## config.mk

```make
export PLATFORM = sky130hd
export DESIGN_NAME = fetch_stage
export DESIGN_NICKNAME = d
export VERILOG_FILES = /design/src/fetch_pkg.sv /design/src/fetch_stage.sv /design/src/fetch_id_reg.sv /design/src/fetch_c_expander.sv /design/src/fetch_aligner.sv /design/src/fetch_prefetch.sv /design/src/fetch_pc_mux.sv
export SDC_FILE = /design/constraint.sdc
export NUM_CORES = 1
export LEC_CHECK = 0
export ABC_AREA = 0
export BUFFER_PORTS_ARGS = -buffer_cell sky130_fd_sc_hd__buf_2
export CAP_MARGIN = 20
export CORE_MARGIN = 3
export CORE_UTILIZATION = 25
export CTS_CLUSTER_DIAMETER = 150
export CTS_CLUSTER_SIZE = 12
export DETAILED_ROUTE_END_ITERATION = 7
export MAX_ROUTING_LAYER = met4
export PLACE_DENSITY_LB_ADDON = 0.1
export SYNTH_ARGS = -nofsm -noshare
export SYNTH_HDL_FRONTEND = slang
export SYNTH_SLANG_ARGS = --single-unit
```

## constraint.sdc

```tcl
create_clock -name clk_i -period 7.44 [get_ports clk_i]
set_clock_uncertainty 0.1 [all_clocks]
set_input_delay 1.488 -clock clk_i [delete_from_list [all_inputs] [get_ports clk_i]]
set_output_delay 1.488 -clock clk_i [all_outputs]
set_load 0.02 [all_outputs]
```

## src/fetch_pkg.sv

```systemverilog
// shared widths and boot offset for the fetch stage
// pc and handler selector enums
// instruction word union with rv32 and compressed views

package fetch_pkg;

  parameter int unsigned XLEN       = 32;
  parameter int unsigned IrqIdW     = 5;      // irq id bits of the exception cause
  parameter logic [7:0]  BootOffset = 8'h80;  // added to the 256 byte boot base

  // next pc source
  typedef enum logic [2:0] {
    PC_BOOT,
    PC_JUMP,
    PC_EXC,
    PC_ERET,
    PC_DRET
  } pc_sel_e;

  // handler address source
  typedef enum logic [1:0] {
    EXC_PC_EXC,
    EXC_PC_IRQ,
    EXC_PC_DBD,
    EXC_PC_DBG_EXC
  } exc_pc_sel_e;

  typedef union packed {
    struct packed {
      logic [6:0] funct7;
      logic [4:0] rs2;
      logic [4:0] rs1;
      logic [2:0] funct3;
      logic [4:0] rd;
      logic [6:0] opcode;
    } rv32;
    struct packed {
      logic [15:0] hi;      // not part of a compressed instr
      logic [2:0]  funct3;
      logic        b12;
      logic [4:0]  rd_rs1;
      logic [4:0]  rs2;
      logic [1:0]  op;      // 2'b11 marks a 32 bit instr
    } rvc;
  } instr_word_u;

endpackage
```

## src/fetch_stage.sv

```systemverilog
// instruction fetch stage top level
// pc mux, prefetch, aligner, compressed expander and IF-ID register

`timescale 1ns/10ps

module fetch_stage import fetch_pkg::*; #(
  parameter logic [XLEN-1:0] DmHaltAddr      = 32'h1A11_0800,
  parameter logic [XLEN-1:0] DmExceptionAddr = 32'h1A11_0808,
  parameter int unsigned     FifoDepth       = 2
) (
  input  logic            clk_i,
  input  logic            rst_ni,
  input  logic [XLEN-1:0] boot_addr_i,
  input  logic            req_i,
  // instruction bus
  output logic            instr_req_o,
  output logic [XLEN-1:0] instr_addr_o,
  input  logic            instr_gnt_i,
  input  logic            instr_rvalid_i,
  input  logic [XLEN-1:0] instr_rdata_i,
  input  logic            instr_err_i,
  // towards ID
  output logic            instr_valid_id_o,
  output logic            instr_new_id_o,
  output logic [XLEN-1:0] instr_rdata_id_o,
  output logic [15:0]     instr_rdata_c_id_o,
  output logic            instr_is_compressed_id_o,
  output logic            instr_fetch_err_o,
  output logic            instr_fetch_err_plus2_o,
  output logic            illegal_c_insn_id_o,
  output logic [XLEN-1:0] pc_if_o,
  output logic [XLEN-1:0] pc_id_o,
  // control
  input  logic            instr_valid_clear_i,
  input  logic            pc_set_i,
  input  pc_sel_e         pc_mux_i,
  input  exc_pc_sel_e     exc_pc_mux_i,
  input  logic [5:0]      exc_cause_i,      // msb flags an interrupt
  input  logic [XLEN-1:0] branch_target_i,
  input  logic [XLEN-1:0] csr_mepc_i,
  input  logic [XLEN-1:0] csr_depc_i,
  input  logic [XLEN-1:0] csr_mtvec_i,
  output logic            csr_mtvec_init_o,
  input  logic            id_in_ready_i,
  output logic            if_busy_o
);

  logic [XLEN-1:0] fetch_addr_n;
  logic            word_valid;
  logic            word_ready;
  logic [XLEN-1:0] word_rdata;
  logic [XLEN-1:0] word_addr;
  logic            word_err;
  logic            fetch_valid;
  logic            fetch_err;
  logic            fetch_err_plus2;
  instr_word_u     instr_raw;
  logic [XLEN-1:0] instr_exp;
  logic            is_compressed;
  logic            illegal_c;

  fetch_pc_mux #(
    .DmHaltAddr      (DmHaltAddr),
    .DmExceptionAddr (DmExceptionAddr)
  ) u_pc_mux (
    .boot_addr_i      (boot_addr_i),
    .pc_mux_i         (pc_mux_i),
    .exc_pc_mux_i     (exc_pc_mux_i),
    .exc_irq_id_i     (exc_cause_i[IrqIdW-1:0]),
    .branch_target_i  (branch_target_i),
    .csr_mepc_i       (csr_mepc_i),
    .csr_depc_i       (csr_depc_i),
    .csr_mtvec_i      (csr_mtvec_i),
    .pc_set_i         (pc_set_i),
    .fetch_addr_n_o   (fetch_addr_n),
    .csr_mtvec_init_o (csr_mtvec_init_o)
  );

  fetch_prefetch #(
    .FifoDepth (FifoDepth)
  ) u_prefetch (
    .clk_i          (clk_i),
    .rst_ni         (rst_ni),
    .req_i          (req_i),
    .branch_i       (pc_set_i),
    .branch_addr_i  (fetch_addr_n),
    .word_ready_i   (word_ready),
    .instr_gnt_i    (instr_gnt_i),
    .instr_rvalid_i (instr_rvalid_i),
    .instr_rdata_i  (instr_rdata_i),
    .instr_err_i    (instr_err_i),
    .word_valid_o   (word_valid),
    .word_rdata_o   (word_rdata),
    .word_addr_o    (word_addr),
    .word_err_o     (word_err),
    .instr_req_o    (instr_req_o),
    .instr_addr_o   (instr_addr_o),
    .busy_o         (if_busy_o)
  );

  fetch_aligner u_aligner (
    .clk_i             (clk_i),
    .rst_ni            (rst_ni),
    .branch_i          (pc_set_i),
    .branch_addr_i     (fetch_addr_n),
    .word_valid_i      (word_valid),
    .word_rdata_i      (word_rdata),
    .word_addr_i       (word_addr),
    .word_err_i        (word_err),
    .word_ready_o      (word_ready),
    .fetch_ready_i     (id_in_ready_i),
    .fetch_valid_o     (fetch_valid),
    .fetch_pc_o        (pc_if_o),
    .instr_raw_o       (instr_raw),
    .fetch_err_o       (fetch_err),
    .fetch_err_plus2_o (fetch_err_plus2)
  );

  fetch_c_expander u_c_expander (
    .instr_i         (instr_raw),
    .instr_o         (instr_exp),
    .is_compressed_o (is_compressed),
    .illegal_c_o     (illegal_c)
  );

  fetch_id_reg u_id_reg (
    .clk_i                    (clk_i),
    .rst_ni                   (rst_ni),
    .fetch_valid_i            (fetch_valid),
    .id_in_ready_i            (id_in_ready_i),
    .pc_set_i                 (pc_set_i),
    .instr_valid_clear_i      (instr_valid_clear_i),
    .instr_i                  (instr_exp),
    .instr_raw_i              (instr_raw),
    .is_compressed_i          (is_compressed),
    .illegal_c_i              (illegal_c),
    .fetch_err_i              (fetch_err),
    .fetch_err_plus2_i        (fetch_err_plus2),
    .fetch_pc_i               (pc_if_o),
    .instr_valid_id_o         (instr_valid_id_o),
    .instr_new_id_o           (instr_new_id_o),
    .instr_rdata_id_o         (instr_rdata_id_o),
    .instr_rdata_c_id_o       (instr_rdata_c_id_o),
    .instr_is_compressed_id_o (instr_is_compressed_id_o),
    .illegal_c_insn_id_o      (illegal_c_insn_id_o),
    .instr_fetch_err_o        (instr_fetch_err_o),
    .instr_fetch_err_plus2_o  (instr_fetch_err_plus2_o),
    .pc_id_o                  (pc_id_o)
  );

endmodule

```

## src/fetch_id_reg.sv

```systemverilog
// IF-ID pipeline register
// valid and new flags, instruction and error payload

`timescale 1ns/10ps

module fetch_id_reg import fetch_pkg::*; (
  input  logic            clk_i,
  input  logic            rst_ni,
  input  logic            fetch_valid_i,
  input  logic            id_in_ready_i,
  input  logic            pc_set_i,
  input  logic            instr_valid_clear_i,
  input  logic [XLEN-1:0] instr_i,
  input  instr_word_u     instr_raw_i,
  input  logic            is_compressed_i,
  input  logic            illegal_c_i,
  input  logic            fetch_err_i,
  input  logic            fetch_err_plus2_i,
  input  logic [XLEN-1:0] fetch_pc_i,
  output logic            instr_valid_id_o,
  output logic            instr_new_id_o,
  output logic [XLEN-1:0] instr_rdata_id_o,
  output logic [15:0]     instr_rdata_c_id_o,
  output logic            instr_is_compressed_id_o,
  output logic            illegal_c_insn_id_o,
  output logic            instr_fetch_err_o,
  output logic            instr_fetch_err_plus2_o,
  output logic [XLEN-1:0] pc_id_o
);

  logic we;  // capture beat

  assign we = fetch_valid_i & id_in_ready_i;

  always_ff @(posedge clk_i or negedge rst_ni) begin
    if (!rst_ni) begin
      instr_valid_id_o <= 1'b0;
      instr_new_id_o   <= 1'b0;
    end else begin
      // a redirect in the capture cycle squashes the new instr
      instr_valid_id_o <= (we & ~pc_set_i) | (instr_valid_id_o & ~instr_valid_clear_i);
      instr_new_id_o   <= we;
    end
  end

  always_ff @(posedge clk_i) begin
    if (we) begin
      instr_rdata_id_o         <= instr_i;
      instr_rdata_c_id_o       <= {instr_raw_i.rvc.funct3, instr_raw_i.rvc.b12,
                                   instr_raw_i.rvc.rd_rs1, instr_raw_i.rvc.rs2,
                                   instr_raw_i.rvc.op};
      instr_is_compressed_id_o <= is_compressed_i;
      illegal_c_insn_id_o      <= illegal_c_i;
      instr_fetch_err_o        <= fetch_err_i;
      instr_fetch_err_plus2_o  <= fetch_err_plus2_i;
      pc_id_o                  <= fetch_pc_i;
    end
  end

endmodule

```

## src/fetch_c_expander.sv

```systemverilog
// expansion of c.addi, c.li, c.j, c.mv and c.add
// illegal flag for the other compressed encodings

`timescale 1ns/10ps

module fetch_c_expander import fetch_pkg::*; (
  input  instr_word_u     instr_i,
  output logic [XLEN-1:0] instr_o,
  output logic            is_compressed_o,
  output logic            illegal_c_o
);

  instr_word_u exp;
  logic [11:0] imm;   // c.addi and c.li immediate
  logic [15:0] c;

  assign c               = instr_i[15:0];
  assign imm             = {{6{instr_i.rvc.b12}}, instr_i.rvc.b12, instr_i.rvc.rs2};
  assign is_compressed_o = (instr_i.rvc.op != 2'b11);
  assign instr_o         = exp;

  always_comb begin
    exp         = instr_i;  // 32 bit instrs and illegal ones pass as they are
    illegal_c_o = 1'b0;
    if (is_compressed_o) begin
      unique case ({instr_i.rvc.op, instr_i.rvc.funct3})
        5'b01_000, 5'b01_010: begin
          // addi rd, rd, imm or addi rd, x0, imm
          exp.rv32.funct7 = imm[11:5];
          exp.rv32.rs2    = imm[4:0];
          exp.rv32.rs1    = instr_i.rvc.funct3[1] ? 5'd0 : instr_i.rvc.rd_rs1;
          exp.rv32.funct3 = 3'b000;
          exp.rv32.rd     = instr_i.rvc.rd_rs1;
          exp.rv32.opcode = 7'h13;
        end
        5'b01_101: begin  // c.j to jal x0
          exp = {c[12], c[8], c[10:9], c[6], c[7], c[2], c[11], c[5:3],
                 {9{c[12]}}, 5'd0, 7'h6f};
        end
        5'b10_100: begin
          if (instr_i.rvc.rs2 == 5'd0) begin
            illegal_c_o = 1'b1;  // c.jr, c.jalr, c.ebreak
          end else begin
            // add rd, x0, rs2 or add rd, rd, rs2
            exp.rv32.funct7 = 7'h00;
            exp.rv32.rs2    = instr_i.rvc.rs2;
            exp.rv32.rs1    = instr_i.rvc.b12 ? instr_i.rvc.rd_rs1 : 5'd0;
            exp.rv32.funct3 = 3'b000;
            exp.rv32.rd     = instr_i.rvc.rd_rs1;
            exp.rv32.opcode = 7'h33;
          end
        end
        default: illegal_c_o = 1'b1;
      endcase
    end
  end

endmodule

```

## src/fetch_aligner.sv

```systemverilog
// halfword realignment of 16 and 32 bit instructions
// stored upper half for straddling instructions, plus2 error

`timescale 1ns/10ps

module fetch_aligner import fetch_pkg::*; (
  input  logic            clk_i,
  input  logic            rst_ni,
  input  logic            branch_i,
  input  logic [XLEN-1:0] branch_addr_i,
  input  logic            word_valid_i,
  input  logic [XLEN-1:0] word_rdata_i,
  input  logic [XLEN-1:0] word_addr_i,
  input  logic            word_err_i,
  output logic            word_ready_o,
  input  logic            fetch_ready_i,
  output logic            fetch_valid_o,
  output logic [XLEN-1:0] fetch_pc_o,
  output instr_word_u     instr_raw_o,
  output logic            fetch_err_o,
  output logic            fetch_err_plus2_o
);

  logic [XLEN-1:0] pc_q;
  logic            hold_valid_q;  // upper half of the previous word is kept
  logic [15:0]     hold_data_q;
  logic            hold_err_q;
  logic [15:0]     lo_half;
  logic [15:0]     hi_half;
  instr_word_u     cand;
  logic            is_c;
  logic            straddle;
  logic            adv;
  logic            fire;

  assign lo_half = hold_valid_q ? hold_data_q :
                   (pc_q[1] ? word_rdata_i[XLEN-1:16] : word_rdata_i[15:0]);
  assign hi_half = hold_valid_q ? word_rdata_i[15:0] : word_rdata_i[XLEN-1:16];

  always_comb begin
    cand        = {hi_half, lo_half};
    is_c        = (cand.rvc.op != 2'b11);
    instr_raw_o = cand;
    if (is_c) begin
      instr_raw_o.rvc.hi = '0;
    end
  end

  // 32 bit instr starting in the upper half, needs the next word
  assign straddle = ~hold_valid_q & pc_q[1] & ~is_c;
  assign adv      = word_valid_i & fetch_ready_i & ~branch_i;

  assign fetch_valid_o     = word_valid_i & ~branch_i & ~straddle;
  assign fire              = fetch_valid_o & fetch_ready_i;
  assign fetch_pc_o        = pc_q;
  assign fetch_err_o       = word_err_i | (hold_valid_q & hold_err_q);
  assign fetch_err_plus2_o = hold_valid_q & word_err_i & ~hold_err_q;
  // a compressed low half leaves the word for its upper half
  assign word_ready_o      = adv & ~hold_valid_q & (pc_q[1] | ~is_c);

  always_ff @(posedge clk_i or negedge rst_ni) begin
    if (!rst_ni) begin
      pc_q         <= '0;
      hold_valid_q <= 1'b0;
    end else if (branch_i) begin
      pc_q         <= {branch_addr_i[XLEN-1:1], 1'b0};
      hold_valid_q <= 1'b0;
    end else if (fire) begin
      pc_q         <= pc_q + (is_c ? XLEN'(2) : XLEN'(4));
      hold_valid_q <= 1'b0;
    end else if (adv & straddle) begin
      hold_valid_q <= 1'b1;
    end
  end

  always_ff @(posedge clk_i) begin
    if (adv & straddle) begin
      hold_data_q <= word_rdata_i[XLEN-1:16];
      hold_err_q  <= word_err_i;
    end
  end

  // prefetch must hand over the word that holds the next halfword
  word_order_a: assert property (@(posedge clk_i) disable iff (!rst_ni)
    word_valid_i & ~branch_i |->
      word_addr_i[XLEN-1:2] == pc_q[XLEN-1:2] + (XLEN-2)'(hold_valid_q));

endmodule

```

## src/fetch_prefetch.sv

```systemverilog
// bus request engine with up to two outstanding requests
// response discard after a branch and word FIFO towards the aligner

`timescale 1ns/10ps

module fetch_prefetch import fetch_pkg::*; #(
  parameter int unsigned FifoDepth = 2
) (
  input  logic            clk_i,
  input  logic            rst_ni,
  input  logic            req_i,
  input  logic            branch_i,
  input  logic [XLEN-1:0] branch_addr_i,
  input  logic            word_ready_i,
  input  logic            instr_gnt_i,
  input  logic            instr_rvalid_i,
  input  logic [XLEN-1:0] instr_rdata_i,
  input  logic            instr_err_i,
  output logic            word_valid_o,
  output logic [XLEN-1:0] word_rdata_o,
  output logic [XLEN-1:0] word_addr_o,
  output logic            word_err_o,
  output logic            instr_req_o,
  output logic [XLEN-1:0] instr_addr_o,
  output logic            busy_o
);

  localparam int unsigned     CntW   = $clog2(FifoDepth + 1);
  localparam int unsigned     PtrW   = $clog2(FifoDepth);
  localparam logic [CntW-1:0] MaxOut = CntW'(2);

  logic            hold_q;        // request waiting for its grant
  logic            hold_stale_q;  // held request predates a branch
  logic [XLEN-1:0] hold_addr_q;
  logic [XLEN-1:0] next_addr_q;   // next sequential word
  logic [XLEN-1:0] rsp_addr_q;    // address of the next kept response
  logic [XLEN-1:0] branch_word;
  logic [CntW-1:0] out_cnt_q;
  logic [CntW-1:0] disc_cnt_q;
  logic [CntW-1:0] fifo_cnt_q;
  logic [CntW-1:0] live_cnt;
  logic [CntW-1:0] free_cnt;
  logic            new_req;
  logic            gnt;
  logic            push;
  logic            pop;
  logic [PtrW-1:0] wr_ptr_q;
  logic [PtrW-1:0] rd_ptr_q;
  logic [XLEN-1:0] rdata_mem [FifoDepth];
  logic [XLEN-1:0] addr_mem  [FifoDepth];
  logic            err_mem   [FifoDepth];

  function automatic logic [PtrW-1:0] ptr_inc(input logic [PtrW-1:0] p);
    return (p == PtrW'(FifoDepth - 1)) ? '0 : p + 1'b1;
  endfunction

  ////////////////////////////////////////
  // requests
  ////////////////////////////////////////

  assign branch_word = {branch_addr_i[XLEN-1:2], 2'b00};
  assign live_cnt    = out_cnt_q - disc_cnt_q;
  assign free_cnt    = CntW'(FifoDepth) - fifo_cnt_q;
  // keep room in the FIFO for every live response
  assign new_req     = req_i & ~hold_q & (out_cnt_q < MaxOut) &
                       (branch_i | (free_cnt > live_cnt));

  assign instr_req_o  = hold_q | new_req;
  assign instr_addr_o = hold_q ? hold_addr_q : (branch_i ? branch_word : next_addr_q);
  assign gnt          = instr_req_o & instr_gnt_i;
  assign push         = instr_rvalid_i & (disc_cnt_q == '0) & ~branch_i;
  assign busy_o       = hold_q | (out_cnt_q != '0);

  always_ff @(posedge clk_i or negedge rst_ni) begin
    if (!rst_ni) begin
      hold_q       <= 1'b0;
      hold_stale_q <= 1'b0;
      next_addr_q  <= '0;
      rsp_addr_q   <= '0;
      out_cnt_q    <= '0;
      disc_cnt_q   <= '0;
    end else begin
      hold_q       <= instr_req_o & ~instr_gnt_i;
      hold_stale_q <= hold_q & ~instr_gnt_i & (hold_stale_q | branch_i);
      out_cnt_q    <= out_cnt_q + CntW'(gnt) - CntW'(instr_rvalid_i);
      if (branch_i) begin
        next_addr_q <= new_req ? branch_word + XLEN'(4) : branch_word;
        rsp_addr_q  <= branch_word;
        // everything still owed belongs to the old stream
        disc_cnt_q  <= out_cnt_q - CntW'(instr_rvalid_i) + CntW'(gnt & hold_q);
      end else begin
        if (new_req) begin
          next_addr_q <= next_addr_q + XLEN'(4);
        end
        if (push) begin
          rsp_addr_q <= rsp_addr_q + XLEN'(4);
        end
        disc_cnt_q <= disc_cnt_q - CntW'(instr_rvalid_i & ~push) +
                      CntW'(gnt & hold_q & hold_stale_q);
      end
    end
  end

  always_ff @(posedge clk_i) begin
    if (new_req) begin
      hold_addr_q <= instr_addr_o;
    end
  end

  ////////////////////////////////////////
  // word FIFO
  ////////////////////////////////////////

  assign word_valid_o = (fifo_cnt_q != '0);
  assign word_rdata_o = rdata_mem[rd_ptr_q];
  assign word_addr_o  = addr_mem[rd_ptr_q];
  assign word_err_o   = err_mem[rd_ptr_q];
  assign pop          = word_valid_o & word_ready_i;

  always_ff @(posedge clk_i or negedge rst_ni) begin
    if (!rst_ni) begin
      wr_ptr_q   <= '0;
      rd_ptr_q   <= '0;
      fifo_cnt_q <= '0;
    end else if (branch_i) begin  // flush
      wr_ptr_q   <= '0;
      rd_ptr_q   <= '0;
      fifo_cnt_q <= '0;
    end else begin
      if (push) begin
        wr_ptr_q <= ptr_inc(wr_ptr_q);
      end
      if (pop) begin
        rd_ptr_q <= ptr_inc(rd_ptr_q);
      end
      fifo_cnt_q <= fifo_cnt_q + CntW'(push) - CntW'(pop);
    end
  end

  always_ff @(posedge clk_i) begin
    if (push) begin
      rdata_mem[wr_ptr_q] <= instr_rdata_i;
      addr_mem[wr_ptr_q]  <= rsp_addr_q;
      err_mem[wr_ptr_q]   <= instr_err_i;
    end
  end

  err_with_rvalid_a: assert property (@(posedge clk_i) disable iff (!rst_ni)
    instr_err_i |-> instr_rvalid_i);
  addr_aligned_a: assert property (@(posedge clk_i) disable iff (!rst_ni)
    instr_req_o |-> (instr_addr_o[1:0] == 2'b00));
  addr_known_a: assert property (@(posedge clk_i) disable iff (!rst_ni)
    instr_req_o |-> !$isunknown(instr_addr_o));

endmodule

```

## src/fetch_pc_mux.sv

```systemverilog
// handler address and next fetch address selection
// mtvec init pulse on boot

`timescale 1ns/10ps

module fetch_pc_mux import fetch_pkg::*; #(
  parameter logic [XLEN-1:0] DmHaltAddr      = 32'h1A11_0800,
  parameter logic [XLEN-1:0] DmExceptionAddr = 32'h1A11_0808
) (
  input  logic [XLEN-1:0]   boot_addr_i,
  input  pc_sel_e           pc_mux_i,
  input  exc_pc_sel_e       exc_pc_mux_i,
  input  logic [IrqIdW-1:0] exc_irq_id_i,
  input  logic [XLEN-1:0]   branch_target_i,
  input  logic [XLEN-1:0]   csr_mepc_i,
  input  logic [XLEN-1:0]   csr_depc_i,
  input  logic [XLEN-1:0]   csr_mtvec_i,
  input  logic              pc_set_i,
  output logic [XLEN-1:0]   fetch_addr_n_o,
  output logic              csr_mtvec_init_o
);

  logic [XLEN-1:0] exc_pc;
  logic [XLEN-1:0] next_pc;

  always_comb begin
    unique case (exc_pc_mux_i)
      EXC_PC_EXC:     exc_pc = {csr_mtvec_i[XLEN-1:8], 8'h00};
      EXC_PC_IRQ:     exc_pc = {csr_mtvec_i[XLEN-1:8], 1'b0, exc_irq_id_i, 2'b00};  // vectored
      EXC_PC_DBD:     exc_pc = DmHaltAddr;
      EXC_PC_DBG_EXC: exc_pc = DmExceptionAddr;
    endcase
  end

  always_comb begin
    unique case (pc_mux_i)
      PC_JUMP: next_pc = branch_target_i;
      PC_EXC:  next_pc = exc_pc;
      PC_ERET: next_pc = csr_mepc_i;
      PC_DRET: next_pc = csr_depc_i;
      default: next_pc = {boot_addr_i[XLEN-1:8], BootOffset};
    endcase
  end

  assign fetch_addr_n_o   = {next_pc[XLEN-1:1], 1'b0};  // halfword boundary
  assign csr_mtvec_init_o = pc_set_i & (pc_mux_i == PC_BOOT);

  // boot base must leave the offset byte free
  always_comb begin
    if (csr_mtvec_init_o) begin
      assert (boot_addr_i[7:0] == 8'h00)
        else $error("boot address not aligned to 256 bytes");
    end
  end

endmodule

```

==> reports/metrics.yaml <==
cells_and_area:
  drive_gt1_share_pct: 28.2
  mostFrequentLayoutCell: "buf_2"
  num-nets-final: 1883
  syn_to_final_growth_pct: 23.2
  fin_util_pct: 31.5
  register_area_um2: 7800
  fill_cells: 6032
  multi_input_area_um2: 6230
  postLayoutCellArea_um2: 18000
  final_cell_mix: "buf_2 (340), edfxtp_1 (198), nand2_1 (116)"
  finalNonFillerCells: 2432
clock_tree:
  post-cts-setup-buffer-count: 0
  root_buffer: "clkbuf_16"
  clock_latency_ns: 0.57
  cts_buffers: 26
  ctsLongestPathBuffers: 3
  cts.sinks: 272
  cts_resized: 0
  htreeDepth: 1
  cts_tree: "yes"
  hold_buffers: 0
  cts.clk_slew.worst_paths_ns: 0.06
timing:
  max_freq_ghz: 0.163
  setup_violations: 0
  slew_headroom_pct: 33.2
  rsz0062_at_grt: "no"
  maxSlewViolCount: 0
  min_period_over_period_pct: 82.4
  finalHoldViolCount: 0
  fin_setup_tns_ns: 0
  worstMarginPinSlew_ns: 1.00
  post-route-min-period_ns: 6.13
global_routing:
  grt_overflow: 0
  grt_pass1_vias: 11599
  grt_pass1_wl_mm: 76.0
  grtUsageTotal_pct: 16.9
  grt_max_degree: 68
  grt_antenna_before_repair: 3
floorplan:
  start_util_pct: 25.6
  core-area_um2: 57000
  io_pins: 365
  die_height_um: 248
  num_rows: 87
  fp.dieArea_um2: 61300
  fp.dieW_um: 248
place:
  postPlaceCellArea_um2: 17200
  gp_congestion: 0.861
  numPortBuffers: 342
  dp_hpwl_mm: 39.4
  place_inst: 2381
detailed_routing:
  routedWlPerCell_um: 21.3
  first_pass_iters: 5
  drcViolationCount: 0
  wl_mm: 51.9
  ant_nets: 0
  vias: 11727
  vias_per_cell: 4.82
  drt_iter0_drc: 700
synth:
  ys_types: 92
  synth_top_area_share_pct: 40.8
  yosys-top-cells-area: "edfxtp_1 (41%), dfrtp_1 (13%), nand2_1 (3.0%)"
  async_flop_share_pct: 27.2
  synth_top_area_cell: "edfxtp_1"
  syn_area_um2: 14600
  synth-main-ff-cell: "edfxtp_1"
  syn_inst: 1324
  seq_area_frac_synth_pct: 53.4
  yosys_warnings: 0
  post_synth.cell_area_avg_um2: 11.0
  synth_edf_count: 198
  synth-seq-cells: 272
pwr:
  p_leak_nw: 6.94
  peakVddDrop_uv: 159
  power.density_nw_per_um2: 254
setup_path:
  cp_cell_sequence: "buf_2 -> buf_4 -> and2_1 -> a211oi_1 -> nor4_1 -> nand2_1 -> a21boi_0 -> o21ai_0 -> buf_2"
  crit_path_end_kind: "primary output"
  rr_worst_depth: 13
  cp_slowest_cell: "nor4_1"
  arrival_ns: 4.54
  critical_path_required_ns: 5.85
  cp-start-kind: "input pin"
  rr_endpoint: "u_aligner.fetch_pc_o[30]"
  crit_type: "in -> out"
  cp_max_fo: 35
  crit_path_frequent_cell: "buf_2"
  max_stage_delay_ns: 0.74
  crit_path_start: "pc_mux_i[2]"
  cp-endpoint: "instr_addr_o[15]"
  timing.rr.start: "u_prefetch.rd_ptr_q"
  rrSetupSlack_ns: 3.01
flow_run:
  max-cap-violations: 0
hold_path:
  hp-class: "reg -> reg"
outcome:
  status: "finished, final reports clean"
through the flow:
stage	total power, W	hold WS (ns)	setup slack [ns]
after floorplan	0.00282	0.416	1.21
after global placement	0.00335	0.424	1.44
after detailed placement	0.00336	0.432	1.34
after global routing	0.00486	0.452	1.14
final	0.00457	0.437	1.31
after CTS	0.00466	0.443	1.33
cell type report:
type / instances / share of cell area [%]
antenna: 2 / 0.0278
inverter: 58 / 1.21
sequential: 272 / 43.4
clock inverter: 1 / 0.167
clock buffer: 47 / 4.18
timing repair buffer: 377 / 11.1
tap: 756 / 5.26
multi-input combinational: 919 / 34.6
worst min path at each step:
stage	start	endpoint	depth (start not counted)
3_5_place_dp	u_id_reg.instr_valid_id_o	u_id_reg.instr_valid_id_o	2
2_1_floorplan	u_prefetch.hold_stale_q	u_prefetch.hold_stale_q	2
3_3_place_gp	u_id_reg.instr_valid_id_o	u_id_reg.instr_valid_id_o	2
6_report	u_id_reg.instr_valid_id_o	u_id_reg.instr_valid_id_o	2
5_1_grt	u_id_reg.instr_valid_id_o	u_id_reg.instr_valid_id_o	2
4_1_cts	u_id_reg.instr_valid_id_o	u_id_reg.instr_valid_id_o	2
per-layer routing:
metal / part of all wire, % / track usage, % / wire [um] / vias to the layer above
met5: 0 / - / 0 / -
met4: 1.2 / 2.87 / 597 / 0
met3: 5.5 / 2.53 / 2840 / 37
met2: 45 / 26.1 / 23600 / 361
met1: 48 / 23.8 / 24800 / 5714
li1: - / - / - / 5615
power breakdown:
part | switching (W) | internal (W) | total [W]
sequential | 0.000118 | 0.00188 | 0.00200
clock | 0.000588 | 0.000683 | 0.00127
combinational | 0.000871 | 0.000430 | 0.00130
kinds of logic (layout without fill, tap and decap cells):
family                   Yosys count  in the layout  synth area share [%]
AO/OA/AOI/OAI                    288            288                  13.7
XOR/XNOR                          77             77                  4.62
adder cells (fa/ha/maj)           17             17                  1.51
buffers and inverters            134            483                  4.04
flip-flops                       272            272                  53.4
multiplexers                      79             79                  6.52
other                              1              4                0.0257
AND/OR/NAND/NOR                  456            456                  16.2
flip-flops by register name (all words and copies together), names as in the netlist, 16 cells and up:
name                         flops
u_aligner.fetch_pc_o            31
u_prefetch.next_addr_q          30
u_id_reg.instr_rdata_id_o       32
u_id_reg.pc_id_o                31
u_id_reg.instr_rdata_c_id_o     16
u_aligner.hold_data_q           16
u_prefetch.rdata_mem            64
u_prefetch.hold_addr_q          32
critical path: cells and delay by family:
kind / cells / cell delay [ns]
AO/OA/AOI/OAI: 3 / 0.64
AND/OR/NAND/NOR: 3 / 1.24
buffers and inverters: 3 / 1.14
synth_stat cells, drive strengths merged, types with 4 or more instances:
cell    number
or2          4
o21ai       73
a21boi      17
a21oi       52
nand4b       4
and2        14
dfrtp       74
nand2      117
a22oi       10
edfxtp     198
o211ai      11
nor2       111
mux2        28
nor2b       18
o221ai      14
xnor2       46
nor4b        6
inv         57
mux2i       41
or3          9
a221o        9
xor2        31
a21o        11
o31ai        5
and4         7
nor3b       11
nor3        28
o21a         4
ha          16
a221oi      13
o22ai       10
nor4        19
mux4        10
nand4       25
buf         40
a31oi        6
nand3b       5
or4          6
clkbuf      36
nand2b      11
a311oi       5
nand3       36
a211oi      18
and3        15
Power figures use the tool's default switching activity.
